`config.mk`:
```
export PLATFORM = sky130hd
export DESIGN_NAME = pmu_tile_top
export DESIGN_NICKNAME = d
export VERILOG_FILES = /design/src/source/csr_access_pkg.sv /design/src/source/hpm_types_pkg.sv /design/src/source/hpm_counter_bank.sv /design/src/source/hpm_csr_port.sv /design/src/source/hpm_event_select.sv /design/src/source/pmu_tile_top.sv
export VERILOG_INCLUDE_DIRS = /design/src /design/src/source
export SDC_FILE = /design/constraint.sdc
export NUM_CORES = 1
export LEC_CHECK = 0
export ABC_AREA = 1
export BUFFER_PORTS_ARGS = -buffer_cell sky130_fd_sc_hd__buf_2
export CAP_MARGIN = 20
export CELL_PAD_IN_SITES_DETAIL_PLACEMENT = 2
export CELL_PAD_IN_SITES_GLOBAL_PLACEMENT = 2
export CORE_MARGIN = 2
export CORE_UTILIZATION = 39
export CTS_BUF_LIST = sky130_fd_sc_hd__clkbuf_4 sky130_fd_sc_hd__clkbuf_8
export CTS_CLUSTER_DIAMETER = 150
export CTS_CLUSTER_SIZE = 25
export DETAILED_ROUTE_END_ITERATION = 10
export PLACE_DENSITY = 0.89
export SETUP_SLACK_MARGIN = 0.3
export SKIP_LAST_GASP = 1
export SLEW_MARGIN = 10
export SYNTH_ARGS = -nofsm -noshare
export SYNTH_HDL_FRONTEND = slang
export SYNTH_SLANG_ARGS = --single-unit
```
`constraint.sdc`:
```
create_clock -name clk_i -period 10.3 [get_ports clk_i]
set_input_delay 1.545 -clock clk_i [delete_from_list [all_inputs] [get_ports clk_i]]
set_output_delay 1.545 -clock clk_i [all_outputs]
set_load 0.005 [all_outputs]
```
`src/source/hpm_consts.svh`:
```
`ifndef HPM_CONSTS_SVH
`define HPM_CONSTS_SVH

// ----------------------------------------
// event and counter sizing
// ----------------------------------------
`define HPM_NUM_EVENTS       16     // numbered 1..16
`define HPM_PIPE_EVENTS      8      // events 1..8
`define HPM_MEM_EVENTS       6      // events 9..14
`define HPM_EXT_EVENTS       2      // events 15..16, external cache
`define HPM_NUM_COUNTERS     4      // mhpmcounter3..6
`define HPM_CNT_WIDTH        32
`define HPM_SEL_WIDTH        5      // 0 = no event

// ----------------------------------------
// csr access
// ----------------------------------------
`define CSR_ADDR_WIDTH       12
`define CSR_DATA_WIDTH       32
`define CSR_MCOUNTINHIBIT    12'h320
`define CSR_MHPMEVENT_BASE   12'h323    // mhpmevent3
`define CSR_MHPMCOUNTER_BASE 12'hB03    // mhpmcounter3
`define CSR_HPM_OVF          12'h7C0    // sticky overflow, write 1 to clear

`endif

```
`src/source/csr_access_pkg.sv`:
```
`default_nettype none

`include "hpm_consts.svh"

package csr_access_pkg;

    // ----------------------------------------
    // csr port types
    // ----------------------------------------

    // 12 bit csr address as in the privileged spec
    typedef logic [`CSR_ADDR_WIDTH-1:0] csr_addr_t;

    // write data in and registered read data out
    // narrower registers are zero extended on read
    typedef logic [`CSR_DATA_WIDTH-1:0] csr_data_t;

endpackage

`default_nettype wire

```
`src/source/hpm_types_pkg.sv`:
```
`default_nettype none

`include "hpm_consts.svh"

package hpm_types_pkg;

    // ----------------------------------------
    // event side
    // ----------------------------------------

    // sampled event lines, bit k carries event number k+1
    typedef logic [`HPM_NUM_EVENTS-1:0] event_vec_t;

    // per counter event number
    // zero selects nothing, anything past the last event counts nothing
    typedef logic [`HPM_SEL_WIDTH-1:0] event_sel_t;

    // ----------------------------------------
    // counter side
    // ----------------------------------------

    typedef logic [`HPM_CNT_WIDTH-1:0] counter_t;     // one counter value

    // one bit per counter, index 0 is mhpmcounter3
    // shared by inhibit, increment, write strobes and overflow
    typedef logic [`HPM_NUM_COUNTERS-1:0] cnt_mask_t;

endpackage

`default_nettype wire

```
`src/source/hpm_counter_bank.sv`:
```
`default_nettype none

`include "hpm_consts.svh"

module hpm_counter_bank (
    input  wire logic                                        clk_i,
    input  wire logic                                        tile_rstn,
    input  wire hpm_types_pkg::cnt_mask_t                    cnt_inc_i,     // already inhibit masked
    input  wire hpm_types_pkg::cnt_mask_t                    cnt_we_i,      // one hot
    input  wire hpm_types_pkg::counter_t                     cnt_wdata_i,
    input  wire logic                                        inhibit_we_i,
    input  wire logic                                        ovf_clr_we_i,
    input  wire hpm_types_pkg::cnt_mask_t                    mask_wdata_i,  // inhibit or w1c data
    output hpm_types_pkg::counter_t [`HPM_NUM_COUNTERS-1:0]  counters_o,
    output hpm_types_pkg::cnt_mask_t                         inhibit_o,
    output hpm_types_pkg::cnt_mask_t                         ovf_bits_o
);

    import hpm_types_pkg::*;

    counter_t [`HPM_NUM_COUNTERS-1:0]   cnt_q;
    counter_t [`HPM_NUM_COUNTERS-1:0]   cnt_d;
    cnt_mask_t                          inhibit_q;
    cnt_mask_t                          ovf_q;
    cnt_mask_t                          ovf_d;
    cnt_mask_t                          wrap;       // counter goes all ones -> zero this edge
    cnt_mask_t                          ovf_clr;    // bits written with 1 to the ovf csr

    // ----------------------------------------
    // counter next state
    // ----------------------------------------

    always_comb begin
        for (int i = 0; i < `HPM_NUM_COUNTERS; i++) begin
            cnt_d[i] = cnt_q[i];                        // hold by default
            wrap[i]  = 1'b0;
            if (cnt_we_i[i]) begin
                cnt_d[i] = cnt_wdata_i;                 // csr write beats the increment
            end else if (cnt_inc_i[i]) begin
                cnt_d[i] = cnt_q[i] + counter_t'(1);
                wrap[i]  = &cnt_q[i];                   // all ones rolls over
            end
        end
    end

    always_ff @(posedge clk_i, negedge tile_rstn) begin
        if (!tile_rstn) begin
            cnt_q <= '0;
        end else begin
            cnt_q <= cnt_d;
        end
    end

    // ----------------------------------------
    // inhibit mask
    // ----------------------------------------

    always_ff @(posedge clk_i, negedge tile_rstn) begin
        if (!tile_rstn) begin
            inhibit_q <= '0;                            // everything counts out of reset
        end else if (inhibit_we_i) begin
            inhibit_q <= mask_wdata_i;
        end
    end

    // ----------------------------------------
    // sticky overflow bits
    // ----------------------------------------

    assign ovf_clr = ovf_clr_we_i ? mask_wdata_i : '0;

    // a wrap on the same edge as the clear wins, so no event is lost
    assign ovf_d = (ovf_q & ~ovf_clr) | wrap;

    always_ff @(posedge clk_i, negedge tile_rstn) begin
        if (!tile_rstn) begin
            ovf_q <= '0;
        end else begin
            ovf_q <= ovf_d;
        end
    end

    assign counters_o = cnt_q;
    assign inhibit_o  = inhibit_q;
    assign ovf_bits_o = ovf_q;

    // only one counter address can be decoded per write
    a_cnt_we_onehot : assert property (
        @(posedge clk_i) disable iff (!tile_rstn) $onehot0(cnt_we_i)
    ) else $error("hpm_counter_bank: more than one counter write strobe");

endmodule

`default_nettype wire

```
`src/source/hpm_csr_port.sv`:
```
`default_nettype none

`include "hpm_consts.svh"

module hpm_csr_port (
    input  wire logic                                             clk_i,
    input  wire logic                                             tile_rstn,
    input  wire logic                                             csr_re_i,
    input  wire logic                                             csr_we_i,
    input  wire csr_access_pkg::csr_addr_t                        csr_addr_i,
    input  wire csr_access_pkg::csr_data_t                        csr_wdata_i,
    input  wire hpm_types_pkg::event_sel_t [`HPM_NUM_COUNTERS-1:0] sel_i,
    input  wire hpm_types_pkg::counter_t [`HPM_NUM_COUNTERS-1:0]   counters_i,
    input  wire hpm_types_pkg::cnt_mask_t                         inhibit_i,
    input  wire hpm_types_pkg::cnt_mask_t                         ovf_bits_i,
    output hpm_types_pkg::cnt_mask_t                              sel_we_o,
    output hpm_types_pkg::cnt_mask_t                              cnt_we_o,
    output logic                                                  inhibit_we_o,
    output logic                                                  ovf_clr_we_o,
    output csr_access_pkg::csr_data_t                             csr_rdata_o,
    output logic                                                  csr_rvalid_o,
    output logic                                                  ovf_irq_o
);

    import csr_access_pkg::*;

    csr_data_t  rdata_d;        // read mux out
    csr_data_t  rdata_q;
    logic       rvalid_q;
    logic       irq_q;

    // ----------------------------------------
    // write decode, combinational
    // ----------------------------------------

    always_comb begin
        sel_we_o     = '0;
        cnt_we_o     = '0;
        inhibit_we_o = 1'b0;
        ovf_clr_we_o = 1'b0;
        if (csr_we_i) begin
            inhibit_we_o = (csr_addr_i == `CSR_MCOUNTINHIBIT);
            // writing all zeros to the w1c register would clear nothing
            ovf_clr_we_o = (csr_addr_i == `CSR_HPM_OVF) &&
                           (|csr_wdata_i[`HPM_NUM_COUNTERS-1:0]);
            for (int i = 0; i < `HPM_NUM_COUNTERS; i++) begin
                sel_we_o[i] = (csr_addr_i == csr_addr_t'(`CSR_MHPMEVENT_BASE + i));
                cnt_we_o[i] = (csr_addr_i == csr_addr_t'(`CSR_MHPMCOUNTER_BASE + i));
            end
        end
    end

    // ----------------------------------------
    // read mux, unmapped reads give zero
    // ----------------------------------------

    always_comb begin
        rdata_d = '0;
        if (csr_addr_i == `CSR_MCOUNTINHIBIT) begin
            rdata_d = csr_data_t'(inhibit_i);
        end
        if (csr_addr_i == `CSR_HPM_OVF) begin
            rdata_d = csr_data_t'(ovf_bits_i);
        end
        for (int i = 0; i < `HPM_NUM_COUNTERS; i++) begin
            if (csr_addr_i == csr_addr_t'(`CSR_MHPMEVENT_BASE + i)) begin
                rdata_d = csr_data_t'(sel_i[i]);        // zero extended selector
            end
            if (csr_addr_i == csr_addr_t'(`CSR_MHPMCOUNTER_BASE + i)) begin
                rdata_d = csr_data_t'(counters_i[i]);
            end
        end
    end

    // ----------------------------------------
    // registered response and interrupt
    // ----------------------------------------

    always_ff @(posedge clk_i) begin
        if (csr_re_i) begin
            rdata_q <= rdata_d;     // only meaningful while rvalid is high
        end
    end

    always_ff @(posedge clk_i, negedge tile_rstn) begin
        if (!tile_rstn) begin
            rvalid_q <= 1'b0;
            irq_q    <= 1'b0;
        end else begin
            rvalid_q <= csr_re_i;           // single cycle pulse per read
            irq_q    <= |ovf_bits_i;        // level, follows the sticky bits
        end
    end

    assign csr_rdata_o  = rdata_q;
    assign csr_rvalid_o = rvalid_q;
    assign ovf_irq_o    = irq_q;

    // the address map gives each register its own address, a write lands in one at most
    a_wr_decode_onehot : assert property (
        @(posedge clk_i) disable iff (!tile_rstn)
            $onehot0({sel_we_o, cnt_we_o, inhibit_we_o, ovf_clr_we_o})
    ) else $error("hpm_csr_port: csr address decodes to more than one register");

endmodule

`default_nettype wire

```
`src/source/hpm_event_select.sv`:
```
`default_nettype none

`include "hpm_consts.svh"

module hpm_event_select (
    input  wire logic                                          clk_i,
    input  wire logic                                          tile_rstn,
    input  wire logic [`HPM_PIPE_EVENTS-1:0]                   pipe_events_i,   // events 1..8
    input  wire logic [`HPM_MEM_EVENTS-1:0]                    mem_events_i,    // events 9..14
    input  wire logic [`HPM_EXT_EVENTS-1:0]                    ext_events_i,    // events 15..16
    input  wire hpm_types_pkg::cnt_mask_t                      sel_we_i,        // one hot
    input  wire hpm_types_pkg::event_sel_t                     sel_wdata_i,
    input  wire hpm_types_pkg::cnt_mask_t                      inhibit_i,       // mcountinhibit
    output hpm_types_pkg::event_sel_t [`HPM_NUM_COUNTERS-1:0]  sel_o,
    output hpm_types_pkg::cnt_mask_t                           cnt_inc_o
);

    import hpm_types_pkg::*;

    event_vec_t                             events_d;   // packed flag groups
    event_vec_t                             events_q;   // sample register
    logic [(1 << `HPM_SEL_WIDTH)-1:0]       ev_by_num;  // indexed by event number
    event_sel_t [`HPM_NUM_COUNTERS-1:0]     sel_q;      // mhpmevent3..6
    cnt_mask_t                              hit;        // selected event seen

    // ----------------------------------------
    // event sampling
    // ----------------------------------------

    assign events_d = {ext_events_i, mem_events_i, pipe_events_i};     // bit k = event k+1

    always_ff @(posedge clk_i, negedge tile_rstn) begin
        if (!tile_rstn) begin
            events_q <= '0;
        end else begin
            events_q <= events_d;   // one edge from pins to counters' view
        end
    end

    // spread out so that the selector value indexes directly
    // bit 0 and everything past the last event stay low
    always_comb begin
        ev_by_num                       = '0;
        ev_by_num[`HPM_NUM_EVENTS:1]    = events_q;
    end

    // ----------------------------------------
    // selector registers
    // ----------------------------------------

    always_ff @(posedge clk_i, negedge tile_rstn) begin
        if (!tile_rstn) begin
            sel_q <= '0;
        end else begin
            for (int i = 0; i < `HPM_NUM_COUNTERS; i++) begin
                if (sel_we_i[i]) begin
                    sel_q[i] <= sel_wdata_i;    // csr write, low bits only
                end
            end
        end
    end

    assign sel_o = sel_q;

    // ----------------------------------------
    // increment request per counter
    // ----------------------------------------

    always_comb begin
        for (int i = 0; i < `HPM_NUM_COUNTERS; i++) begin
            hit[i] = ev_by_num[sel_q[i]];   // 0 and >16 read a low bit
        end
    end

    assign cnt_inc_o = hit & ~inhibit_i;    // inhibited counters never see an increment

    // decoder in the csr port must never hit two selectors at once
    a_sel_we_onehot : assert property (
        @(posedge clk_i) disable iff (!tile_rstn) $onehot0(sel_we_i)
    ) else $error("hpm_event_select: more than one selector write strobe");

endmodule

`default_nettype wire

```
`src/source/pmu_tile_top.sv`:
```
`default_nettype none

`include "hpm_consts.svh"

module pmu_tile_top (
    input  wire logic                          clk_i,
    input  wire logic                          rstn_i,         // hard reset
    input  wire logic                          soft_rstn_i,    // software reset
    input  wire logic [`HPM_PIPE_EVENTS-1:0]   pipe_events_i,
    input  wire logic [`HPM_MEM_EVENTS-1:0]    mem_events_i,
    input  wire logic [`HPM_EXT_EVENTS-1:0]    ext_events_i,   // external cache events
    input  wire logic                          csr_re_i,
    input  wire logic                          csr_we_i,
    input  wire csr_access_pkg::csr_addr_t     csr_addr_i,
    input  wire csr_access_pkg::csr_data_t     csr_wdata_i,
    output csr_access_pkg::csr_data_t          csr_rdata_o,
    output logic                               csr_rvalid_o,
    output logic                               ovf_irq_o
);

    import hpm_types_pkg::*;

    logic                               tile_rstn;
    event_sel_t                         sel_wdata;      // write data cut to a selector
    cnt_mask_t                          mask_wdata;     // write data cut to a counter mask
    cnt_mask_t                          sel_we;
    cnt_mask_t                          cnt_we;
    cnt_mask_t                          cnt_inc;
    cnt_mask_t                          inhibit;
    cnt_mask_t                          ovf_bits;
    logic                               inhibit_we;
    logic                               ovf_clr_we;
    event_sel_t [`HPM_NUM_COUNTERS-1:0] sel;
    counter_t [`HPM_NUM_COUNTERS-1:0]   counters;

    // either reset source clears the whole tile
    assign tile_rstn  = rstn_i & soft_rstn_i;

    assign sel_wdata  = csr_wdata_i[`HPM_SEL_WIDTH-1:0];
    assign mask_wdata = csr_wdata_i[`HPM_NUM_COUNTERS-1:0];

    // ----------------------------------------
    // event side
    // ----------------------------------------

    hpm_event_select u_event_select (
        .clk_i         (clk_i),
        .tile_rstn     (tile_rstn),
        .pipe_events_i (pipe_events_i),
        .mem_events_i  (mem_events_i),
        .ext_events_i  (ext_events_i),
        .sel_we_i      (sel_we),
        .sel_wdata_i   (sel_wdata),
        .inhibit_i     (inhibit),
        .sel_o         (sel),
        .cnt_inc_o     (cnt_inc)
    );

    // ----------------------------------------
    // counters
    // ----------------------------------------

    hpm_counter_bank u_counter_bank (
        .clk_i        (clk_i),
        .tile_rstn    (tile_rstn),
        .cnt_inc_i    (cnt_inc),
        .cnt_we_i     (cnt_we),
        .cnt_wdata_i  (csr_wdata_i),     // full width counter write
        .inhibit_we_i (inhibit_we),
        .ovf_clr_we_i (ovf_clr_we),
        .mask_wdata_i (mask_wdata),
        .counters_o   (counters),
        .inhibit_o    (inhibit),
        .ovf_bits_o   (ovf_bits)
    );

    // ----------------------------------------
    // csr access and interrupt
    // ----------------------------------------

    hpm_csr_port u_csr_port (
        .clk_i        (clk_i),
        .tile_rstn    (tile_rstn),
        .csr_re_i     (csr_re_i),
        .csr_we_i     (csr_we_i),
        .csr_addr_i   (csr_addr_i),
        .csr_wdata_i  (csr_wdata_i),
        .sel_i        (sel),
        .counters_i   (counters),
        .inhibit_i    (inhibit),
        .ovf_bits_i   (ovf_bits),
        .sel_we_o     (sel_we),
        .cnt_we_o     (cnt_we),
        .inhibit_we_o (inhibit_we),
        .ovf_clr_we_o (ovf_clr_we),
        .csr_rdata_o  (csr_rdata_o),
        .csr_rvalid_o (csr_rvalid_o),
        .ovf_irq_o    (ovf_irq_o)
    );

endmodule

`default_nettype wire
```
After elaboration in Yosys (flattened, before gate mapping). Index checks and enable logic that the tools add are counted.

Word-level logic and storage cells: 88. Flip-flop bits (word level): 206.

Bitwise operators: 6. Reduce and logical (&&, ||, !) cells: 11. Add/sub/neg operators: 4. Equality and inequality tests: 10. Muxes and demuxes: 39. Order comparisons: 4.

Operators with widths (count): two-way mux 32 bit (15); adder 32 x 1 -> 32 bit (second input constant) (4); AND reduction 32 bit (4); == test 12 x 10 -> 1 bit (second input constant) (5); == test 12 bit (second input constant) (4); less-than comparator 5 x 6 -> 1 bit (second input constant) (4); binary-select mux 1 bit (select 5 bit) (4); two-way mux 4 bit (5); two-way mux 1 bit (14); == test 12 x 11 -> 1 bit (second input constant) (1); AND 4 bit (2); inverter 4 bit (2); nonzero test 2 bit (4); OR reduction 4 bit (2); two-way mux 5 bit (1); bitwise OR 4 bit (1); AND 1 bit (1); logical AND 1 bit (1).

Depth between registers and ports, before layout.
Word-level depth: 11. Gate-level depth with buffers: 15. Gate-level depth less buffers: 14.

Modules after synthesis. Synthesis repeated with hierarchy kept, for this count alone.

Cell total of the unflattened synthesis: 1912. Area total of the unflattened synthesis: 13633.1 um2.

Modules (own cells, without submodules): hpm_counter_bank (cells each 1274, area each 9151.3 um2, times used 1); hpm_csr_port (cells each 388, area each 2597.5 um2, times used 1); hpm_event_select (cells each 248, area each 1876.8 um2, times used 1); pmu_tile_top (cells each 2, area each 7.5 um2, times used 1).

Worst setup path after synthesis. No wires, ideal clock.

Path kind: input port to flip-flop. Start point: input port csr_addr_i[3]. End point: register u_csr_port.rdata_q[4], in the netlist u_csr_port.csr_rdata_o[4], data pin. Arrival time: 2.667 ns. Data required time: 10.048 ns. Path slack: 7.380 ns. Stages: 12. Path through: nor2_1 -> nand3_1 -> inv_2 -> nand3_1 -> buf_2 -> buf_6 -> nand3_1 -> o211ai_1 -> o211ai_1 -> nand3_1 -> nand2_1 -> nand2_1.

Word-level cells in the longest chain between the ends: 9.

RTL lines: start: declaration (line pmu_tile_top.sv:14) `input wire csr_access_pkg::csr_addr_t csr_addr_i,`; == test 12 x 10 -> 1 bit (line hpm_csr_port.sv:66) `` if (csr_addr_i == csr_addr_t'(`CSR_MHPMEVENT_BASE + i)) begin ``; two-way mux 5 bit (line hpm_csr_port.sv:66); two-way mux 32 bit (line hpm_csr_port.sv:69) `` if (csr_addr_i == csr_addr_t'(`CSR_MHPMCOUNTER_BASE + i)) begin ``; two-way mux 32 bit (line hpm_csr_port.sv:66); two-way mux 32 bit (line hpm_csr_port.sv:69); two-way mux 32 bit (line hpm_csr_port.sv:66); two-way mux 32 bit (line hpm_csr_port.sv:69); two-way mux 32 bit (line hpm_csr_port.sv:66); two-way mux 32 bit (*) (line hpm_csr_port.sv:69); net u_csr_port.rdata_d[4] (line hpm_csr_port.sv:27) `csr_data_t rdata_d;`; end signal: assignment (line hpm_csr_port.sv:81) `rdata_q <= rdata_d;`; end: declaration (line hpm_csr_port.sv:28) `csr_data_t rdata_q;`.

The timed path passes the listed nets; every way through them passes the cells marked *. A chain may end at the register's enable or synchronous reset.

Worst setup path in the final report.
Start point: input port csr_addr_i[9]. End point: register u_counter_bank.cnt_q, in the netlist u_counter_bank.counters_o[63].

Word-level cells in the longest chain between the ends: 3.

RTL lines: == test 12 bit (*) (line hpm_csr_port.sv:48) `` cnt_we_o[i] = (csr_addr_i == csr_addr_t'(`CSR_MHPMCOUNTER_BASE + i)); ``; two-way mux 4 bit (*) (line hpm_csr_port.sv:41) `if (csr_we_i) begin`; two-way mux 32 bit or nonzero test 2 bit (tied branches); end signal: assignment (line hpm_counter_bank.sv:50) `cnt_q <= cnt_d;`; end: declaration (line hpm_counter_bank.sv:21) `` counter_t [`HPM_NUM_COUNTERS-1:0] cnt_q; ``.

Mark *: on every way between the ends. The rest lies on a longest branch, timed or not.

==> implementation parameters <==
Parameter                              Value

Global route
  Maximum number of pins on one net before global-route repair    117
  Wire length of the first global-routing pass    97.00 mm
  Total grt overflow    0
  Antenna violations before repair    1
  Vias in the first global route    16220
  Total GRT Usage    32.70%

Worst setup path
  Cell occurring most often along the worst timing path    nand2_1
  Worst path top cell family by delay    simple AND/OR/NAND/NOR gates
  CP Max Fanout    33
  Crit-path max cell delay    0.51 ns
  Critical Path RT    10.70 ns
  End of the worst register-to-register path    u_counter_bank.counters_o[101]
  R2r setup slk    7.25 ns
  CP cell instances    buf_2 > nand2_1 > nor2_1 > nand2_1 > inv_1 > nand2_2 > inv_1 > nand2_2 > buf_4 > nand2_4 > nand2_1 > nand2_1
  R2r worst-path depth    11
  Crit Path Category    input port to register
  Startpoint kind of the worst setup timing path    input port
  Arr. time, crit path    4.33 ns
  Standard cell with the maximum stage delay on the critical path    nand2_2
  FF-to-FF Start    u_event_select.sel_o[15]
  Crit path buf inv count    4
  Kind of capture point of the worst setup path    register
  First element of the critical path    csr_addr_i[9]

Timing
  Slew of the pin with the lowest slew margin    0.9827 ns
  Fmax    0.2544 GHz
  Sum of negative setup slack    0 ns
  Worst Hold Margin    0.5431 ns
  Count of final max-slew check failures    0
  Endpoints failing hold    0
  Max-Slew Margin vs Limit    33.98%
  # setup viols final    0
  Share of the clock period used by the worst path    38.17%
  Tmin final    3.931 ns
  RSZ-0062 raised after global routing    no
  Worst setup skew after layout    0.06784 ns
  Final setup margin    6.369 ns

Synth
  Synth Area in Compound Gates    10.94%
  Flops & latches, synth    206
  Primary flip-flop cell chosen by synthesis mapping    dfrtp_1
  Area share of fa/ha/maj cells after synthesis    0.3456%
  Ranking of synthesized cells by area    dfrtp_1 30%, nand2_1 18%, nand3_1 7.7%
  Average cell area after synthesis    6.912 um^2
  Area fraction in and, or, nand and nor cells after synthesis    36.63%
  Proportion of synthesized chip area in sequential cells    36.70%
  Synth Area in XOR/XNOR    6.048%
  Combinational family with the most area after synthesis    simple AND/OR/NAND/NOR gates
  Area of the mapped netlist    14480 um^2
  Warning count from the yosys run    0
  Cell accounting for the most synthesized area    dfrtp_1
  Share of synthesized registers carrying an async set or reset    84.47%
  Net Count, Synth    2164
  Share of Yosys cell area claimed by the top area cell type    30.07%
  Share of cell area taken by muxes after synthesis    0%
  Post-synthesis instance total    2095
  Yosys cell types    49
  Post-synth EDFFs    32

Floorplan
  DIE AREA    38690 um^2
  I/O pins    99
  DIE HEIGHT    196.7 um
  Number of standard-cell rows in the floorplan    70
  Core area    36610 um^2
  Effective utilization at floorplan    39.56%
  Horizontal extent of the die    196.7 um

Finish
  # nets final    2194
  Most frequent standard cell in the layout excluding fill and tap cells    nand2_1
  Count of inserted antenna diode cells    0
  Post-Layout Inst Area    15400 um^2
  Number of cells in the finished layout apart from fillers    2598
  Layout cells sized above 1    10.14%
  Most frequent cells in the layout    678 x nand2_1, 220 x nand3_1, 205 x inv_1
  Area delta synth->final    6.359%
  Final core occ    42.07%

Detailed routing
  Antenna viol nets, final    0
  Total vias in the final route    15050
  Final wirelength    63.43 mm
  Remaining design rule violation count    0
  First drt pass iteration count    5
  Post-DR vias/cell    5.794
  Number of DRC violations after detailed-routing iteration 0    907
  Post-DR wirelength/cell    24.42 um

Power and ir drop
  Worst IR drop on VDD    0.07243 mV
  Total power per unit cell area    103.4 nW/um^2
  Overall power consumption    1.593 mW
  Leakage dissipation    6.860 nW

CTS
  H-tree depth    1
  Clock sink count    206
  Clock root buffer master    clkbuf_8
  TritonCTS clock tree    yes
  CTS Hold Buffers Added    0
  Buffers from clock root to sink, at most    3
  Post-cts gate resize count    0
  Post CTS Setup Buffer Count    0
  Clock input transition at the sequential cells of the worst setup and hold paths    0.18 ns
  Cts bufs inserted    12
  Clock latency on the worst-skew pair    0.57 ns

Placed design
  Placer congestion estimate    0.9721
  Number of instances in the placed design    2575
  Placed cell areas    15090 um^2
  Worst slack, placed    5.646 ns
  Count of port buffers added during placement    98
  DP HPWL    47.55 mm

Worst hold path
  Hold wc startpoint    u_counter_bank.counters_o[48]
  Depth of the worst hold-timing path    2
  Classification of the worst-slack hold path    register to register
  Capture endpoint of the worst hold path    u_counter_bank.counters_o[48]

Run status
  Outcome    completed

Flow run
  Max-cap violation count    0
==> power breakdown <==
| part | switching [mW] | internal (mW) |
|---|---|---|
| logic | 0.147 | 0.0698 |
| registers | 0.0643 | 0.866 |
| clock network | 0.305 | 0.141 |
==> worst max-delay path by stage <==
stage / cells past startpoint / end / slack (ns)
after global routing: 12 / u_counter_bank.counters_o[63] / 6.17
after detailed placement: 11 / u_counter_bank.counters_o[106] / 5.65
final: 12 / u_counter_bank.counters_o[63] / 6.37
after floorplan: 2 / u_counter_bank.counters_o[0] / 4.01
after global placement: 11 / u_counter_bank.counters_o[124] / 5.93
after CTS: 11 / u_counter_bank.counters_o[101] / 6.23
==> Yosys cell counts, drive strengths merged, types with 4 or more instances <==
cell type  number
nand2         703
nand3         228
inv           216
o21ai         216
dfrtp         174
nor2          129
xor2           85
buf            65
nor3           62
nand4          40
edfxtp         32
a21oi          31
clkbuf         28
o22ai          17
o211ai         15
xnor2          15
nor4           11
o2111ai         5
ha              4
==> cells by family (layout without fill, tap and decap cells) <==
logic type,after synthesis,after routing
adder cells (fa/ha/maj),4,4
AND/OR/NAND/NOR,1182,1182
flip-flops,206,206
XOR/XNOR,100,100
buffers and inverters,310,345
AO/OA/AOI/OAI,293,293
==> worst min-delay path: cells and delay by family (launching register included) <==
family / cells / cell delay (ns)
flops: 1 / 0.39
simple gates: 2 / 0.14
==> flip-flops by register name, summed over array words and instances, names as in the netlist <==
register,count
u_counter_bank.counters_o,128
u_csr_port.csr_rdata_o,32
u_csr_port.ovf_irq_o,1
u_counter_bank.ovf_bits_o,4
u_event_select.sel_o,20
u_csr_port.csr_rvalid_o,1
u_event_select.events_q,16
u_counter_bank.inhibit_o,4
==> routing by layer <==
| layer | track usage [%] | wire, um | part of all wire, % |
|---|---|---|---|
| met2 | 56.97 | 30790 | 49 |
| met5 | 0 | 0 | 0 |
| met4 | 17.66 | 3918 | 6.2 |
| met3 | 3.559 | 2563 | 4.0 |
| met1 | 39.78 | 26160 | 41 |
==> final cells by class <==
type	count	area [um^2]
clock buffers	18	216.5
fillers	4448	21210
inverters	217	822.0
clock inverters	1	20.02
multi-input cells	1579	7829
repair buffers	109	614.3
well taps	468	585.6
flip-flops and latches	206	5315
(Power assumes the default switching activity.)
